File: src/rtl/axi_apb_defines.svh
`ifndef AXI_APB_DEFINES_SVH
`define AXI_APB_DEFINES_SVH

// bus widths.
`define AXI_ADDR_W 32
`define AXI_DATA_W 32
`define AXI_ID_W   12
`define AXI_LEN_W  8

// response codes shared by B and R.
`define AXI_RESP_OKAY   2'b00
`define AXI_RESP_SLVERR 2'b10

`endif

File: src/rtl/axi_pkg.sv
`default_nettype none

`include "axi_apb_defines.svh"

package axi_pkg;

    typedef logic [`AXI_ADDR_W-1:0]     addr_t;
    typedef logic [`AXI_DATA_W-1:0]     data_t;
    typedef logic [`AXI_DATA_W/8-1:0]   strb_t;
    typedef logic [`AXI_ID_W-1:0]       id_t;

    // number of beats minus one.
    typedef logic [`AXI_LEN_W-1:0]      len_t;

    // log2 of bytes per beat.
    typedef logic [2:0]                 size_t;

    typedef enum logic [1:0] {
        FIXED = 2'b00,
        INCR  = 2'b01,
        WRAP  = 2'b10
    } burst_e;

    typedef logic [1:0]                 resp_t;

endpackage

`default_nettype wire

File: src/rtl/apb_pkg.sv
`default_nettype none

`include "axi_apb_defines.svh"

package apb_pkg;

    typedef logic [`AXI_DATA_W-1:0]   pdata_t;
    typedef logic [`AXI_DATA_W/8-1:0] pstrb_t;

    // one APB transfer per beat.
    typedef enum logic [1:0] {
        IDLE,
        SETUP,
        ACCESS,
        WAIT_RSP
    } exec_state_e;

endpackage

`default_nettype wire

File: src/rtl/bridge_cmd_if.sv
`timescale 1ns/100ps
`default_nettype none

`include "axi_apb_defines.svh"

interface bridge_cmd_if;

    logic                   cmd_valid;
    logic                   cmd_write;
    logic [`AXI_ADDR_W-1:0] cmd_addr;
    logic                   cmd_last;
    // beat handed on to result.
    logic                   cmd_adv;

    modport decode (
        output cmd_valid,
        output cmd_write,
        output cmd_addr,
        output cmd_last,
        input  cmd_adv
    );

    modport execute (
        input  cmd_valid,
        input  cmd_write,
        input  cmd_addr,
        input  cmd_last,
        output cmd_adv
    );

endinterface

`default_nettype wire

File: src/rtl/bridge_rsp_if.sv
`timescale 1ns/100ps
`default_nettype none

`include "axi_apb_defines.svh"

interface bridge_rsp_if;

    logic                   rsp_valid;
    logic                   rsp_ready;
    logic                   rsp_write;
    logic                   rsp_last;
    logic [`AXI_DATA_W-1:0] rsp_data;
    logic                   rsp_err;

    modport execute (
        output rsp_valid,
        input  rsp_ready,
        output rsp_write,
        output rsp_last,
        output rsp_data,
        output rsp_err
    );

    modport result (
        input  rsp_valid,
        output rsp_ready,
        input  rsp_write,
        input  rsp_last,
        input  rsp_data,
        input  rsp_err
    );

endinterface

`default_nettype wire

File: src/rtl/axi_req_decode.sv
`timescale 1ns/100ps
`default_nettype none

`include "axi_apb_defines.svh"

module axi_req_decode (
    input  wire                  aclk,
    input  wire                  aresetn,
    input  wire axi_pkg::addr_t  awaddr,
    input  wire axi_pkg::id_t    awid,
    input  wire axi_pkg::len_t   awlen,
    input  wire axi_pkg::size_t  awsize,
    input  wire axi_pkg::burst_e awburst,
    input  wire                  awvalid,
    output logic                 awready,
    input  wire axi_pkg::addr_t  araddr,
    input  wire axi_pkg::id_t    arid,
    input  wire axi_pkg::len_t   arlen,
    input  wire axi_pkg::size_t  arsize,
    input  wire axi_pkg::burst_e arburst,
    input  wire                  arvalid,
    output logic                 arready,
    output axi_pkg::id_t         rsp_id,
    bridge_cmd_if.decode         cmd
);

    import axi_pkg::*;

    logic   idle_q;
    logic   busy_q;
    logic   write_q;
    logic   ar_hs;
    logic   aw_hs;
    addr_t  sel_addr;
    id_t    sel_id;
    len_t   sel_len;
    size_t  sel_size;
    burst_e sel_burst;
    addr_t  addr_q;
    addr_t  mask_q;
    addr_t  addr_step;
    id_t    id_q;
    len_t   cnt_q;
    size_t  size_q;

    // set bits of the mask are kept across beats.
    function automatic addr_t burst_mask(burst_e burst, len_t len, size_t size);
        addr_t span;
        span = (addr_t'(len) + addr_t'(1)) << size;
        case (burst)
            FIXED:   return '1;
            WRAP:    return ~(span - addr_t'(1));
            default: return '0;
        endcase
    endfunction

    // reads win a same-cycle tie.
    assign arready = idle_q;
    assign awready = idle_q & ~arvalid;
    assign ar_hs   = arvalid & arready;
    assign aw_hs   = awvalid & awready;

    assign sel_addr  = ar_hs ? araddr  : awaddr;
    assign sel_id    = ar_hs ? arid    : awid;
    assign sel_len   = ar_hs ? arlen   : awlen;
    assign sel_size  = ar_hs ? arsize  : awsize;
    assign sel_burst = ar_hs ? arburst : awburst;

    assign addr_step = addr_q + (addr_t'(1) << size_q);

    always_ff @(posedge aclk or negedge aresetn) begin
        if (!aresetn) begin
            idle_q  <= 1'b0;
            busy_q  <= 1'b0;
            write_q <= 1'b0;
            cnt_q   <= '0;
        end
        else if (ar_hs || aw_hs) begin
            idle_q  <= 1'b0;
            busy_q  <= 1'b1;
            write_q <= aw_hs;
            cnt_q   <= sel_len;
        end
        else if (cmd.cmd_adv) begin
            cnt_q <= cnt_q - len_t'(1);
            if (cmd.cmd_last) begin
                idle_q <= 1'b1;
                busy_q <= 1'b0;
            end
        end
        else if (!busy_q) begin
            idle_q <= 1'b1;
        end
    end

    always_ff @(posedge aclk) begin
        if (ar_hs || aw_hs) begin
            id_q   <= sel_id;
            size_q <= sel_size;
            addr_q <= sel_addr;
            mask_q <= burst_mask(sel_burst, sel_len, sel_size);
        end
        else if (cmd.cmd_adv) begin
            addr_q <= (addr_q & mask_q) | (addr_step & ~mask_q);
        end
    end

    assign cmd.cmd_valid = busy_q;
    assign cmd.cmd_write = write_q;
    assign cmd.cmd_addr  = addr_q;
    assign cmd.cmd_last  = (cnt_q == '0);
    assign rsp_id        = id_q;

endmodule

`default_nettype wire

File: src/rtl/apb_xfer_exec.sv
`timescale 1ns/100ps
`default_nettype none

`include "axi_apb_defines.svh"

module apb_xfer_exec (
    input  wire                  aclk,
    input  wire                  aresetn,
    bridge_cmd_if.execute        cmd,
    bridge_rsp_if.execute        rsp,
    input  wire apb_pkg::pdata_t wdata,
    input  wire apb_pkg::pstrb_t wstrb,
    input  wire                  wvalid,
    output logic                 wready,
    output logic                 psel,
    output logic                 penable,
    output logic                 pwrite,
    output axi_pkg::addr_t       paddr,
    output apb_pkg::pdata_t      pwdata,
    output apb_pkg::pstrb_t      pstrb,
    input  wire apb_pkg::pdata_t prdata,
    input  wire                  pready,
    input  wire                  pslverr
);

    import axi_pkg::*;
    import apb_pkg::*;

    exec_state_e state_q;
    exec_state_e state_d;
    logic        done;
    data_t       rdata_q;
    logic        err_q;

    assign done = (state_q == ACCESS) && pready;

    always_comb begin
        state_d = state_q;
        case (state_q)
            IDLE: begin
                // a write beat needs its W data first.
                if (cmd.cmd_valid && (!cmd.cmd_write || wvalid)) begin
                    state_d = SETUP;
                end
            end
            SETUP: begin
                state_d = ACCESS;
            end
            ACCESS: begin
                if (pready) begin
                    state_d = WAIT_RSP;
                end
            end
            WAIT_RSP: begin
                if (rsp.rsp_ready) begin
                    state_d = IDLE;
                end
            end
            default: begin
                state_d = IDLE;
            end
        endcase
    end

    always_ff @(posedge aclk or negedge aresetn) begin
        if (!aresetn) begin
            state_q <= IDLE;
        end
        else begin
            state_q <= state_d;
        end
    end

    always_ff @(posedge aclk) begin
        if (done) begin
            rdata_q <= prdata;
            err_q   <= pslverr;
        end
    end

    assign psel    = (state_q == SETUP) || (state_q == ACCESS);
    assign penable = (state_q == ACCESS);
    assign pwrite  = cmd.cmd_write;
    assign paddr   = cmd.cmd_addr;
    assign pwdata  = wdata;
    assign pstrb   = cmd.cmd_write ? wstrb : '0;

    // W beat consumed on APB completion.
    assign wready = done && cmd.cmd_write;

    assign rsp.rsp_valid = (state_q == WAIT_RSP);
    assign rsp.rsp_write = cmd.cmd_write;
    assign rsp.rsp_last  = cmd.cmd_last;
    assign rsp.rsp_data  = rdata_q;
    assign rsp.rsp_err   = err_q;

    assign cmd.cmd_adv = rsp.rsp_valid && rsp.rsp_ready;

endmodule

`default_nettype wire

File: src/rtl/axi_resp_gen.sv
`timescale 1ns/100ps
`default_nettype none

`include "axi_apb_defines.svh"

module axi_resp_gen (
    input  wire                 aclk,
    input  wire                 aresetn,
    bridge_rsp_if.result        rsp,
    input  wire axi_pkg::id_t   rsp_id,
    output axi_pkg::id_t        bid,
    output axi_pkg::resp_t      bresp,
    output logic                bvalid,
    input  wire                 bready,
    output axi_pkg::id_t        rid,
    output axi_pkg::data_t      rdata,
    output axi_pkg::resp_t      rresp,
    output logic                rlast,
    output logic                rvalid,
    input  wire                 rready
);

    import axi_pkg::*;

    logic take;
    logic rd_take;
    logic wr_take;
    logic err_sticky_q;

    function automatic resp_t to_resp(logic err);
        return err ? `AXI_RESP_SLVERR : `AXI_RESP_OKAY;
    endfunction

    // a pending R or B stalls the beat.
    assign rsp.rsp_ready = rsp.rsp_write ? !bvalid : !rvalid;

    assign take    = rsp.rsp_valid && rsp.rsp_ready;
    assign rd_take = take && !rsp.rsp_write;
    assign wr_take = take && rsp.rsp_write;

    always_ff @(posedge aclk or negedge aresetn) begin
        if (!aresetn) begin
            rvalid       <= 1'b0;
            bvalid       <= 1'b0;
            err_sticky_q <= 1'b0;
        end
        else begin
            if (rd_take) begin
                rvalid <= 1'b1;
            end
            else if (rready) begin
                rvalid <= 1'b0;
            end

            if (wr_take && rsp.rsp_last) begin
                bvalid <= 1'b1;
            end
            else if (bready) begin
                bvalid <= 1'b0;
            end

            // error of any write beat sticks until B goes out.
            if (bvalid && bready) begin
                err_sticky_q <= 1'b0;
            end
            else if (wr_take && rsp.rsp_err) begin
                err_sticky_q <= 1'b1;
            end
        end
    end

    always_ff @(posedge aclk) begin
        if (rd_take) begin
            rid   <= rsp_id;
            rdata <= rsp.rsp_data;
            rresp <= to_resp(rsp.rsp_err);
            rlast <= rsp.rsp_last;
        end
        if (wr_take && rsp.rsp_last) begin
            bid <= rsp_id;
        end
    end

    assign bresp = to_resp(err_sticky_q);

endmodule

`default_nettype wire

File: src/rtl/axi2apb_bridge.sv
`timescale 1ns/100ps
`default_nettype none

`include "axi_apb_defines.svh"

module axi2apb_bridge (
    input  wire                  aclk,
    input  wire                  aresetn,
    input  wire axi_pkg::burst_e s_awburst,
    input  wire axi_pkg::id_t    s_awid,
    input  wire axi_pkg::addr_t  s_awaddr,
    input  wire axi_pkg::size_t  s_awsize,
    input  wire axi_pkg::len_t   s_awlen,
    input  wire                  s_awvalid,
    output logic                 s_awready,
    input  wire axi_pkg::strb_t  s_wstrb,
    input  wire axi_pkg::data_t  s_wdata,
    input  wire                  s_wvalid,
    output logic                 s_wready,
    output axi_pkg::id_t         s_bid,
    output axi_pkg::resp_t       s_bresp,
    output logic                 s_bvalid,
    input  wire                  s_bready,
    input  wire axi_pkg::addr_t  s_araddr,
    input  wire axi_pkg::burst_e s_arburst,
    input  wire axi_pkg::size_t  s_arsize,
    input  wire axi_pkg::id_t    s_arid,
    input  wire axi_pkg::len_t   s_arlen,
    input  wire                  s_arvalid,
    output logic                 s_arready,
    output axi_pkg::data_t       s_rdata,
    output axi_pkg::resp_t       s_rresp,
    output axi_pkg::id_t         s_rid,
    output logic                 s_rlast,
    output logic                 s_rvalid,
    input  wire                  s_rready,
    output logic                 psel,
    output logic                 penable,
    output axi_pkg::addr_t       paddr,
    output logic                 pwrite,
    output apb_pkg::pstrb_t      pstrb,
    output apb_pkg::pdata_t      pwdata,
    input  wire apb_pkg::pdata_t prdata,
    input  wire                  pslverr,
    input  wire                  pready
);

    axi_pkg::id_t burst_id;

    bridge_cmd_if cmd_bus ();
    bridge_rsp_if rsp_bus ();

    axi_req_decode u_decode (
        .aclk    (aclk),
        .aresetn (aresetn),
        .awaddr  (s_awaddr),
        .awid    (s_awid),
        .awlen   (s_awlen),
        .awsize  (s_awsize),
        .awburst (s_awburst),
        .awvalid (s_awvalid),
        .awready (s_awready),
        .araddr  (s_araddr),
        .arid    (s_arid),
        .arlen   (s_arlen),
        .arsize  (s_arsize),
        .arburst (s_arburst),
        .arvalid (s_arvalid),
        .arready (s_arready),
        .rsp_id  (burst_id),
        .cmd     (cmd_bus.decode)
    );

    apb_xfer_exec u_exec (
        .aclk    (aclk),
        .aresetn (aresetn),
        .cmd     (cmd_bus.execute),
        .rsp     (rsp_bus.execute),
        .wdata   (s_wdata),
        .wstrb   (s_wstrb),
        .wvalid  (s_wvalid),
        .wready  (s_wready),
        .psel    (psel),
        .penable (penable),
        .pwrite  (pwrite),
        .paddr   (paddr),
        .pwdata  (pwdata),
        .pstrb   (pstrb),
        .prdata  (prdata),
        .pready  (pready),
        .pslverr (pslverr)
    );

    axi_resp_gen u_resp (
        .aclk    (aclk),
        .aresetn (aresetn),
        .rsp     (rsp_bus.result),
        .rsp_id  (burst_id),
        .bid     (s_bid),
        .bresp   (s_bresp),
        .bvalid  (s_bvalid),
        .bready  (s_bready),
        .rid     (s_rid),
        .rdata   (s_rdata),
        .rresp   (s_rresp),
        .rlast   (s_rlast),
        .rvalid  (s_rvalid),
        .rready  (s_rready)
    );

endmodule

`default_nettype wire

File: config.mk
export PLATFORM = sky130hd
export DESIGN_NAME = axi2apb_bridge
export DESIGN_NICKNAME = d
export VERILOG_FILES = /design/src/rtl/axi_pkg.sv /design/src/rtl/apb_pkg.sv /design/src/rtl/bridge_cmd_if.sv /design/src/rtl/bridge_rsp_if.sv /design/src/rtl/axi_req_decode.sv /design/src/rtl/apb_xfer_exec.sv /design/src/rtl/axi_resp_gen.sv /design/src/rtl/axi2apb_bridge.sv
export VERILOG_INCLUDE_DIRS = /design/src /design/src/rtl
export SDC_FILE = /design/constraint.sdc
export NUM_CORES = 1
export LEC_CHECK = 0
export BUFFER_PORTS_ARGS = -buffer_cell sky130_fd_sc_hd__buf_2
export CAP_MARGIN = 20
export CELL_PAD_IN_SITES_DETAIL_PLACEMENT = 0
export CELL_PAD_IN_SITES_GLOBAL_PLACEMENT = 1
export CORE_AREA = 2 2 160 162
export DETAILED_ROUTE_END_ITERATION = 6
export DIE_AREA = 0 0 162 164
export PLACE_DENSITY_LB_ADDON = 0.15
export SYNTH_ARGS = -nofsm -noshare
export SYNTH_HDL_FRONTEND = slang
export SYNTH_SLANG_ARGS = --single-unit
File: constraint.sdc
create_clock -name aclk -period 8.95 [get_ports aclk]
set_input_delay 1.79 -clock aclk [delete_from_list [all_inputs] [get_ports aclk]]
set_output_delay 1.79 -clock aclk [all_outputs]
set_load 0.02 [all_outputs]
==> metrics.yaml, run 1 <==
core.rowCount: 58
critPathLaunchType: "input port"
async_flop_share_pct: 8.65
ctsLongestPathBuffers: 2
cts_tree: "built"
final-setup-viol-count: 0
path_clk_slew_ns: 0.09
die_h_um: 164
start_util_pct: 39.4
grt-ovfl-total: 0
maxCapViolations: 0
finalHoldViolations: 0
final_max_slew_viol_count: 0
layout_commonest_cell: "buf_2"
worst_slew_pin_slew_ns: 1.02
skew_ns: 0.0137
slew_headroom_pct: 30.3
ys.flop_type: "edfxtp_1"
reg2regPathDepth: 12
dp_cells: 1428
worstPathArrival_ns: 5.90
root_buffer: "clkbuf_16"
hold_path.class: "reg2reg"
cts_resized: 0
setup_tns_ns: 0
grt_pass1_wl_um: 38700
min-delay-start: "u_exec.rsp.rsp_data[13]$_DFFE_PP_"
cts.sinks: 185
drtAntennaViolNets: 0
portBuffers: 261
cts_made_buffers: 17
synth.cell_area_um2: 9790
yosysTopAreaCellShare_pct: 51.8
fmax_mhz: 175
r2r_start: "u_decode.arready$_DFFE_PN0P_"
ir_drop_mv: 0.142
postSynthCellCount: 907
p_clk_share_pct: 25.4
reg2reg_setup_slack_ns: 4.14
vias: 7538
avgSynthCellArea_um2: 10.8
grt_max_degree: 75
fin_total_pwr_mw: 3.14
power_switching_mw: 1.18
yosysWarnings: 0
ys_ff_latch: 185
wl_um: 25200
stdcell_count: 1462
synth_edf_count: 169
core_area_um2: 24800
total_leakage_power_nw: 4.75
crit_type: "in2reg"
dr.pass1.iters: 5
regToRegEndpoint: "u_decode.mask_q[15]$_DFFE_PN_"
dp_hpwl_um: 18500
syn_to_final_growth_pct: 20.5
utilization_pct: 47.5
rsz0062_at_grt: "false"
worstPathMaxFanout: 57
power.density_nw_per_um2: 266
p_sw_share_pct: 37.7
nNetsFinal: 1325
gp_congestion: 0.845
status: "completed"
synth_cell_types: 86
drc: 0
grt_pass1_vias: 6948
p_int_mw: 1.96
min_period_over_period_pct: 63.9
viasPerCell: 5.16
synth_area_leader_cell: "edfxtp_1"
clk_latency_ns: 0.44
fin_crit_ns: 5.72
antenna_found_initial: 1
cts.htree.levels: 4
grt_util_all_layers_pct: 18.9
seq_power_share_pct: 43.0
dieArea_um2: 26600
whs_path_depth: 0
seq_area_frac_synth_pct: 55.9
final_cell_mix: "buf_2, nand2_1, edfxtp_1, o21ai_0, nor2_1"
wire_per_inst_um: 17.3
hold_buffers: 0
synth_area_leaders: "edfxtp_1, nand2_1, dfrtp_1"
pin_count: 328
cts_setup_buffers: 0
power_frac_comb_pct: 31.6
required_ns: 9.14
fp.dieW_um: 162
min_to: "u_resp.rdata[13]$_DFFE_PP_"
drive_above_1_share_pct: 29.5
cp-end-kind: "register"
drt_iter0_drc: 479
worst max-delay path by stage:
stage                             startpoint                       endpoint
3_3_place_gp                       s_arvalid  u_decode.mask_q[15]$_DFFE_PN_
4_1_cts                            s_arvalid  u_decode.mask_q[15]$_DFFE_PN_
3_5_place_dp                       s_arvalid  u_decode.mask_q[15]$_DFFE_PN_
5_1_grt                            s_arvalid  u_decode.mask_q[15]$_DFFE_PN_
6_report                           s_arvalid  u_decode.mask_q[15]$_DFFE_PN_
2_1_floorplan  u_exec.state_q[0]$_DFFE_PN0P_      u_resp.rdata[0]$_DFFE_PP_
cell usage after synthesis (all sizes together) (3+ instances only):
cell and n:
nand4 8, o41ai 3, nor2 38, mux2i 16, o31ai 27, o22ai 4
nor4 8, or4 5, nand3 23, o21ai 61, ha 15, nor3 11
edfxtp 169, dfrtp 16, o32ai 3, a21oi 30, or3 7, buf 49
nor2b 3, a211oi 17, o211a 3, and2 11, and4 4, a311oi 3
a41oi 8, clkbuf 31, xnor2 35, xor2 8, and3 10, inv 34
a21o 4, mux2 3, o211ai 5, a31oi 6, nand2 185, nor3b 6
a21boi 4
power by group through the flow:
stage	combinational [mW]	sequential, mW	clock, mW
final	0.993	1.35	0.798
after global routing	1.10	1.38	0.852
after CTS	1.01	1.35	0.820
after detailed placement	1.00	1.37	0
after global placement	0.996	1.37	0
after floorplan	0.595	1.46	0
metrics by stage:
step,instance area [um^2],hold WS [ns],worst slack (ns)
final,11800,0.410,3.23
after detailed placement,11100,0.405,2.80
after CTS,11800,0.414,3.26
after global placement,11100,0.400,2.88
after global routing,11800,0.418,2.83
after floorplan,9790,0.400,4.26
worst max-delay path, cell delays in order:
cell,delay [ns]
buf_2,0.19
nand2_2,0.09
buf_4,0.58
mux2i_1,0.88
clkinv_1,0.50
nand2_1,0.26
o21ai_0,0.12
or3_4,0.45
nor4_4,0.43
and3_1,0.22
ha_1,0.22
nor2_1,0.10
nor2_1,0.05
cell families (layout without fill, tap and decap cells):
family          after synthesis  after routing  synth area share, %
fa+ha+maj                    16             16                 2.12
compound gates              201            201                 14.2
simple gates                327            327                 15.7
buf+inv                     115            338                 6.07
other cells                   1              3               0.0383
xor+xnor                     43             43                 3.85
flops                       185            185                 55.9
mux                          19             19                 2.02
metal layers:
layer / global-route usage (%) / share of wire [%]
met3: 3.11 / 4.9
met1: 26.2 / 47
met2: 30.4 / 47
met5: 0 / 0
met4: 5.75 / 1.8
cell type report:
class                      count  area (um^2)
antenna                        1         2.50
clock buffer                  17          425
clock inverter                15          220
fill                        2388        13000
inverter                      35          134
multi-input combinational    608         3740
sequential                   185         5480
tap                          330          413
timing repair buffer         271         1380
Power figures use the tool's default switching activity.
==> run 2: changes to the inputs <==
--- a/config.mk
+++ b/config.mk
@@ -10,9 +10,9 @@
 export CAP_MARGIN = 20
 export CELL_PAD_IN_SITES_DETAIL_PLACEMENT = 0
 export CELL_PAD_IN_SITES_GLOBAL_PLACEMENT = 1
-export CORE_AREA = 2 2 160 162
+export CORE_AREA = 2 2 162 164
 export DETAILED_ROUTE_END_ITERATION = 6
-export DIE_AREA = 0 0 162 164
+export DIE_AREA = 0 0 164 166
 export PLACE_DENSITY_LB_ADDON = 0.15
 export SYNTH_ARGS = -nofsm -noshare
 export SYNTH_HDL_FRONTEND = slang
==> constraint.sdc (replaced) <==
create_clock -name aclk -period 5.83 [get_ports aclk]
set_input_delay 1.166 -clock aclk [delete_from_list [all_inputs] [get_ports aclk]]
set_output_delay 1.166 -clock aclk [all_outputs]
set_load 0.02 [all_outputs]
==> metrics.yaml, run 2 (synthesis results as in run 1) <==
cts_setup_buffers: 0
final_area_um2: 11800
cp_cell_sequence: "buf_2 > and2_4 > mux2i_2 > o41ai_2 > a311oi_1 > a311oi_1 > or4_1 > nor2_4 > and3_1 > ha_1 > nor2_1 > nor2_1"
wl_um: 25300
root_buffer: "clkbuf_16"
r2r_start: "u_decode.arready$_DFFE_PN0P_"
grt_max_degree: 63
min-delay-start: "u_exec.rsp.rsp_data[2]$_DFFE_PP_"
cts.htree.levels: 4
die_h_um: 166
slowest_delay_ns: 0.76
path_clk_slew_ns: 0.08
core_area_um2: 25600
drtAntennaViolNets: 0
ctsLongestPathBuffers: 2
final_cell_mix: "buf_2, nand2_1, edfxtp_1, o21ai_0, nor2_1"
worstPathArrival_ns: 4.96
power.density_nw_per_um2: 410
fmax_mhz: 209
dpl-instance-area_um2: 11200
cts_tree: "built"
dieArea_um2: 27200
slowest_stage: "mux2i_2"
maxCapViolations: 0
viasPerCell: 5.09
cts_made_buffers: 17
gp_congestion: 0.815
fill_cells: 2428
vias: 7476
grt-ovfl-total: 0
required_ns: 6.02
worstSetupStartpoint: "s_arvalid"
dp_hpwl_um: 18600
worstPathMaxFanout: 29
critPathLaunchType: "input port"
final_max_slew_viol_count: 0
start_util_pct: 38.2
portBuffers: 261
ir_drop_mv: 0.208
drt_iter0_drc: 439
wire_per_inst_um: 17.2
final-setup-viol-count: 0
skew_ns: 0.0157
grt_pass1_vias: 6805
fin_total_pwr_mw: 4.86
hold_path.class: "reg2reg"
drc: 0
place_ws_ns: 0.625
min_period_over_period_pct: 81.9
cts_resized: 0
crit_type: "in2reg"
total_leakage_power_nw: 4.77
worst_slew_pin_slew_ns: 1.03
clk_latency_ns: 0.44
dr.pass1.iters: 4
fin_crit_ns: 4.77
antenna_found_initial: 0
fp.dieW_um: 164
status: "completed"
layout_commonest_cell: "buf_2"
drive_above_1_share_pct: 29.7
slew_headroom_pct: 29.2
diodes: 0
core.rowCount: 59
syn_to_final_growth_pct: 20.9
finalHoldViolations: 0
rsz0062_at_grt: "false"
hold_buffers: 0
nNetsFinal: 1328
fin_ws_ns: 1.06
cp-end-kind: "register"
grt_util_all_layers_pct: 18.3
utilization_pct: 46.2
cts.sinks: 185
grt_pass1_wl_um: 38600
setup_tns_ns: 0
pin_count: 328
-- run 2: power by group --
group / total [mW] / switching [mW] / internal [mW]
logic: 1.54 / 1.01 / 0.531
clock network: 1.25 / 0.606 / 0.642
registers: 2.07 / 0.201 / 1.87
total: 4.86 / 1.81 / 3.04
-- run 2: through the flow --
step	hold WS, ns	std cells
CTS	0.417	1469
detailed placement	0.405	1437
finish	0.418	1469
global route	0.418	1469
floorplan	0.400	908
global placement	0.401	1437
-- run 2: cell type report --
type	count	area (um^2)	area share (%)
Timing Repair Buffer	274	1400	11.9
Tap cell	335	419	3.54
Clock inverter	15	233	1.97
Sequential cell	185	5480	46.3
Clock buffer	17	425	3.59
Inverter	35	134	1.13
Multi-Input combinational cell	608	3740	31.6
-- run 2: worst max-delay path: cells and delay by family --
family	cells	cell delay [ns]
adder cells (fa/ha/maj)	1	0.22
AO/OA/AOI/OAI	3	0.91
AND/OR/NAND/NOR	6	1.65
buffers and inverters	1	0.24
multiplexers	1	0.76
-- run 2: final timing paths --
check,end,slack [ns],depth (start not counted)
max,u_decode.mask_q[15]$_DFFE_PN_,1.06,12
min,u_resp.rdata[2]$_DFFE_PP_,0.42,0
max reg2reg,u_decode.mask_q[15]$_DFFE_PN_,1.27,11
min reg2reg,u_resp.rdata[2]$_DFFE_PP_,0.42,0
max in group asynchronous,u_decode.cnt_q[0]$_DFFE_PN0P_,4.91,1
min in group asynchronous,u_exec.state_q[1]$_DFFE_PN0P_,0.64,1
-- run 2: routing by layer --
layer	global-route usage, %	wire [um]	up-vias
met5	0	0	-
met4	4.16	218	0
met3	2.90	1110	14
met2	29.8	12100	190
met1	25.8	11800	3551
li1	-	-	3721
==> run 3: changes to the inputs <==
==> constraint.sdc (replaced) <==
create_clock -name aclk -period 4.7 [get_ports aclk]
set_input_delay 0.94 -clock aclk [delete_from_list [all_inputs] [get_ports aclk]]
set_output_delay 0.94 -clock aclk [all_outputs]
set_load 0.02 [all_outputs]
==> metrics.yaml, run 3 (synthesis results as in run 1) <==
reg2reg_setup_slack_ns: 0.74
worstPathMaxFanout: 17
cts_resized: 0
fp.dieW_um: 164
layout_commonest_cell: "buf_2"
viasPerCell: 5.16
wl_met3_um: 1160
maxCapViolations: 0
final-setup-viol-count: 0
cts_tree: "built"
met2_length_um: 12300
finalHoldViolations: 0
cp-end-kind: "register"
skew_ns: 0.0144
rsz0062_at_grt: "false"
core_area_um2: 25600
cts_made_buffers: 17
dieArea_um2: 27200
wire_per_inst_um: 17.2
fin_crit_ns: 4.13
wl_um: 25500
grt_pass1_vias: 7177
dpl-instance-area_um2: 11300
final_max_slew_viol_count: 0
cts.htree.levels: 4
hold_path.class: "in2async"
met1Wirelength_um: 11800
critPathLaunchType: "input port"
drive_above_1_share_pct: 30.6
grt_util_all_layers_pct: 18.6
highest_layer: "met4"
worstSetupStartpoint: "s_arvalid"
die_h_um: 166
vias: 7645
start_util_pct: 38.2
portBuffers: 261
core.rowCount: 59
power.density_nw_per_um2: 509
drt_iter0_drc: 448
hold_buffers: 0
antenna_found_initial: 0
dr.pass1.iters: 4
fin_ws_ns: 0.573
path_clk_slew_ns: 0.09
r2r_start: "u_decode.arready$_DFFE_PN0P_"
final_cell_mix: "buf_2, nand2_1, edfxtp_1, o21ai_0, nor2_1"
fmax_mhz: 242
grt_max_degree: 75
final_area_um2: 11900
cts_setup_buffers: 0
ctsLongestPathBuffers: 2
crit_end: "u_decode.mask_q[15]$_DFFE_PN_"
regToRegEndpoint: "u_decode.mask_q[15]$_DFFE_PN_"
nNetsFinal: 1342
diodes: 0
syn_to_final_growth_pct: 21.9
pin_count: 328
drc: 0
total_leakage_power_nw: 4.84
root_buffer: "clkbuf_16"
setup_tns_ns: 0
required_ns: 4.89
cts.sinks: 185
drtAntennaViolNets: 0
reg2regPathDepth: 11
place_ws_ns: 0.141
grt_pass1_wl_um: 39400
dp_hpwl_um: 19000
grt-ovfl-total: 0
min_period_over_period_pct: 87.8
crit_type: "in2reg"
status: "completed"
gp_congestion: 0.850
clk_latency_ns: 0.44
ir_drop_mv: 0.271
worstPathArrival_ns: 4.32
fin_total_pwr_mw: 6.07
slew_headroom_pct: 44.3
worst_slew_pin_slew_ns: 0.835
-- run 3: cell types whose count changed in the layout (fill, tap and decap cells not counted), sizes merged --
cell and delta:
clkinv -6, bufinv -1, inv +7, buf +14
-- run 3: worst min-delay path by stage --
stage                                       from                            end  cells after the start  slack, ns
2_1_floorplan   u_exec.rsp.rsp_data[0]$_DFFE_PP_      u_resp.rdata[0]$_DFFE_PP_                      0       0.40
4_1_cts                                  aresetn  u_exec.state_q[1]$_DFFE_PN0P_                      1       0.40
5_1_grt                                  aresetn  u_exec.state_q[1]$_DFFE_PN0P_                      1       0.41
3_3_place_gp    u_exec.rsp.rsp_data[9]$_DFFE_PP_      u_resp.rdata[9]$_DFFE_PP_                      0       0.40
6_report                                 aresetn  u_exec.state_q[1]$_DFFE_PN0P_                      1       0.40
3_5_place_dp   u_exec.rsp.rsp_data[18]$_DFFE_PP_     u_resp.rdata[18]$_DFFE_PP_                      0       0.40
-- run 3: cell type report --
type                       instances  area, um^2
fill                            2467       13700
tap                              335         419
clock buffer                      17         425
multi-input combinational        608        3740
sequential                       185        5480
inverter                          35         134
timing repair buffer             288        1510
clock inverter                    15         224
-- run 3: critical path, stage by stage --
cell	delay [ns]
buf_2	0.23
and2_4	0.33
o21a_1	0.49
o41ai_2	0.20
a311oi_1	0.53
a311oi_1	0.14
or4_1	0.65
nor2_4	0.22
and3_1	0.19
ha_1	0.22
nor2_1	0.11
nor2_1	0.04
-- run 3: layer usage --
metal / GRT usage, % / vias up
met1: 25.5 / 3654
met3: 2.72 / 21
met2: 30.6 / 209
met4: 5.30 / 0
met5: 0 / -
li1: - / 3761
-- run 3: report_power, final --
part | total [mW] | leakage, nW | switching (mW) | internal [mW]
Clock | 1.56 | 0.316 | 0.787 | 0.769
Combinational | 1.95 | 2.78 | 1.27 | 0.684
Sequential | 2.57 | 1.75 | 0.248 | 2.32
Total | 6.07 | 4.84 | 2.30 | 3.77
-- run 3: through the flow --
| step | util (%) | hold slack [ns] | std cells |
|---|---|---|---|
| 2_1_floorplan | - | 0.400 | 908 |
| 3_3_place_gp | 44.0 | 0.401 | 1451 |
| 3_5_place_dp | 44.0 | 0.405 | 1451 |
| 4_1_cts | 46.6 | 0.398 | 1483 |
| 5_1_grt | 46.6 | 0.406 | 1483 |
| 6_report | 46.6 | 0.403 | 1483 |
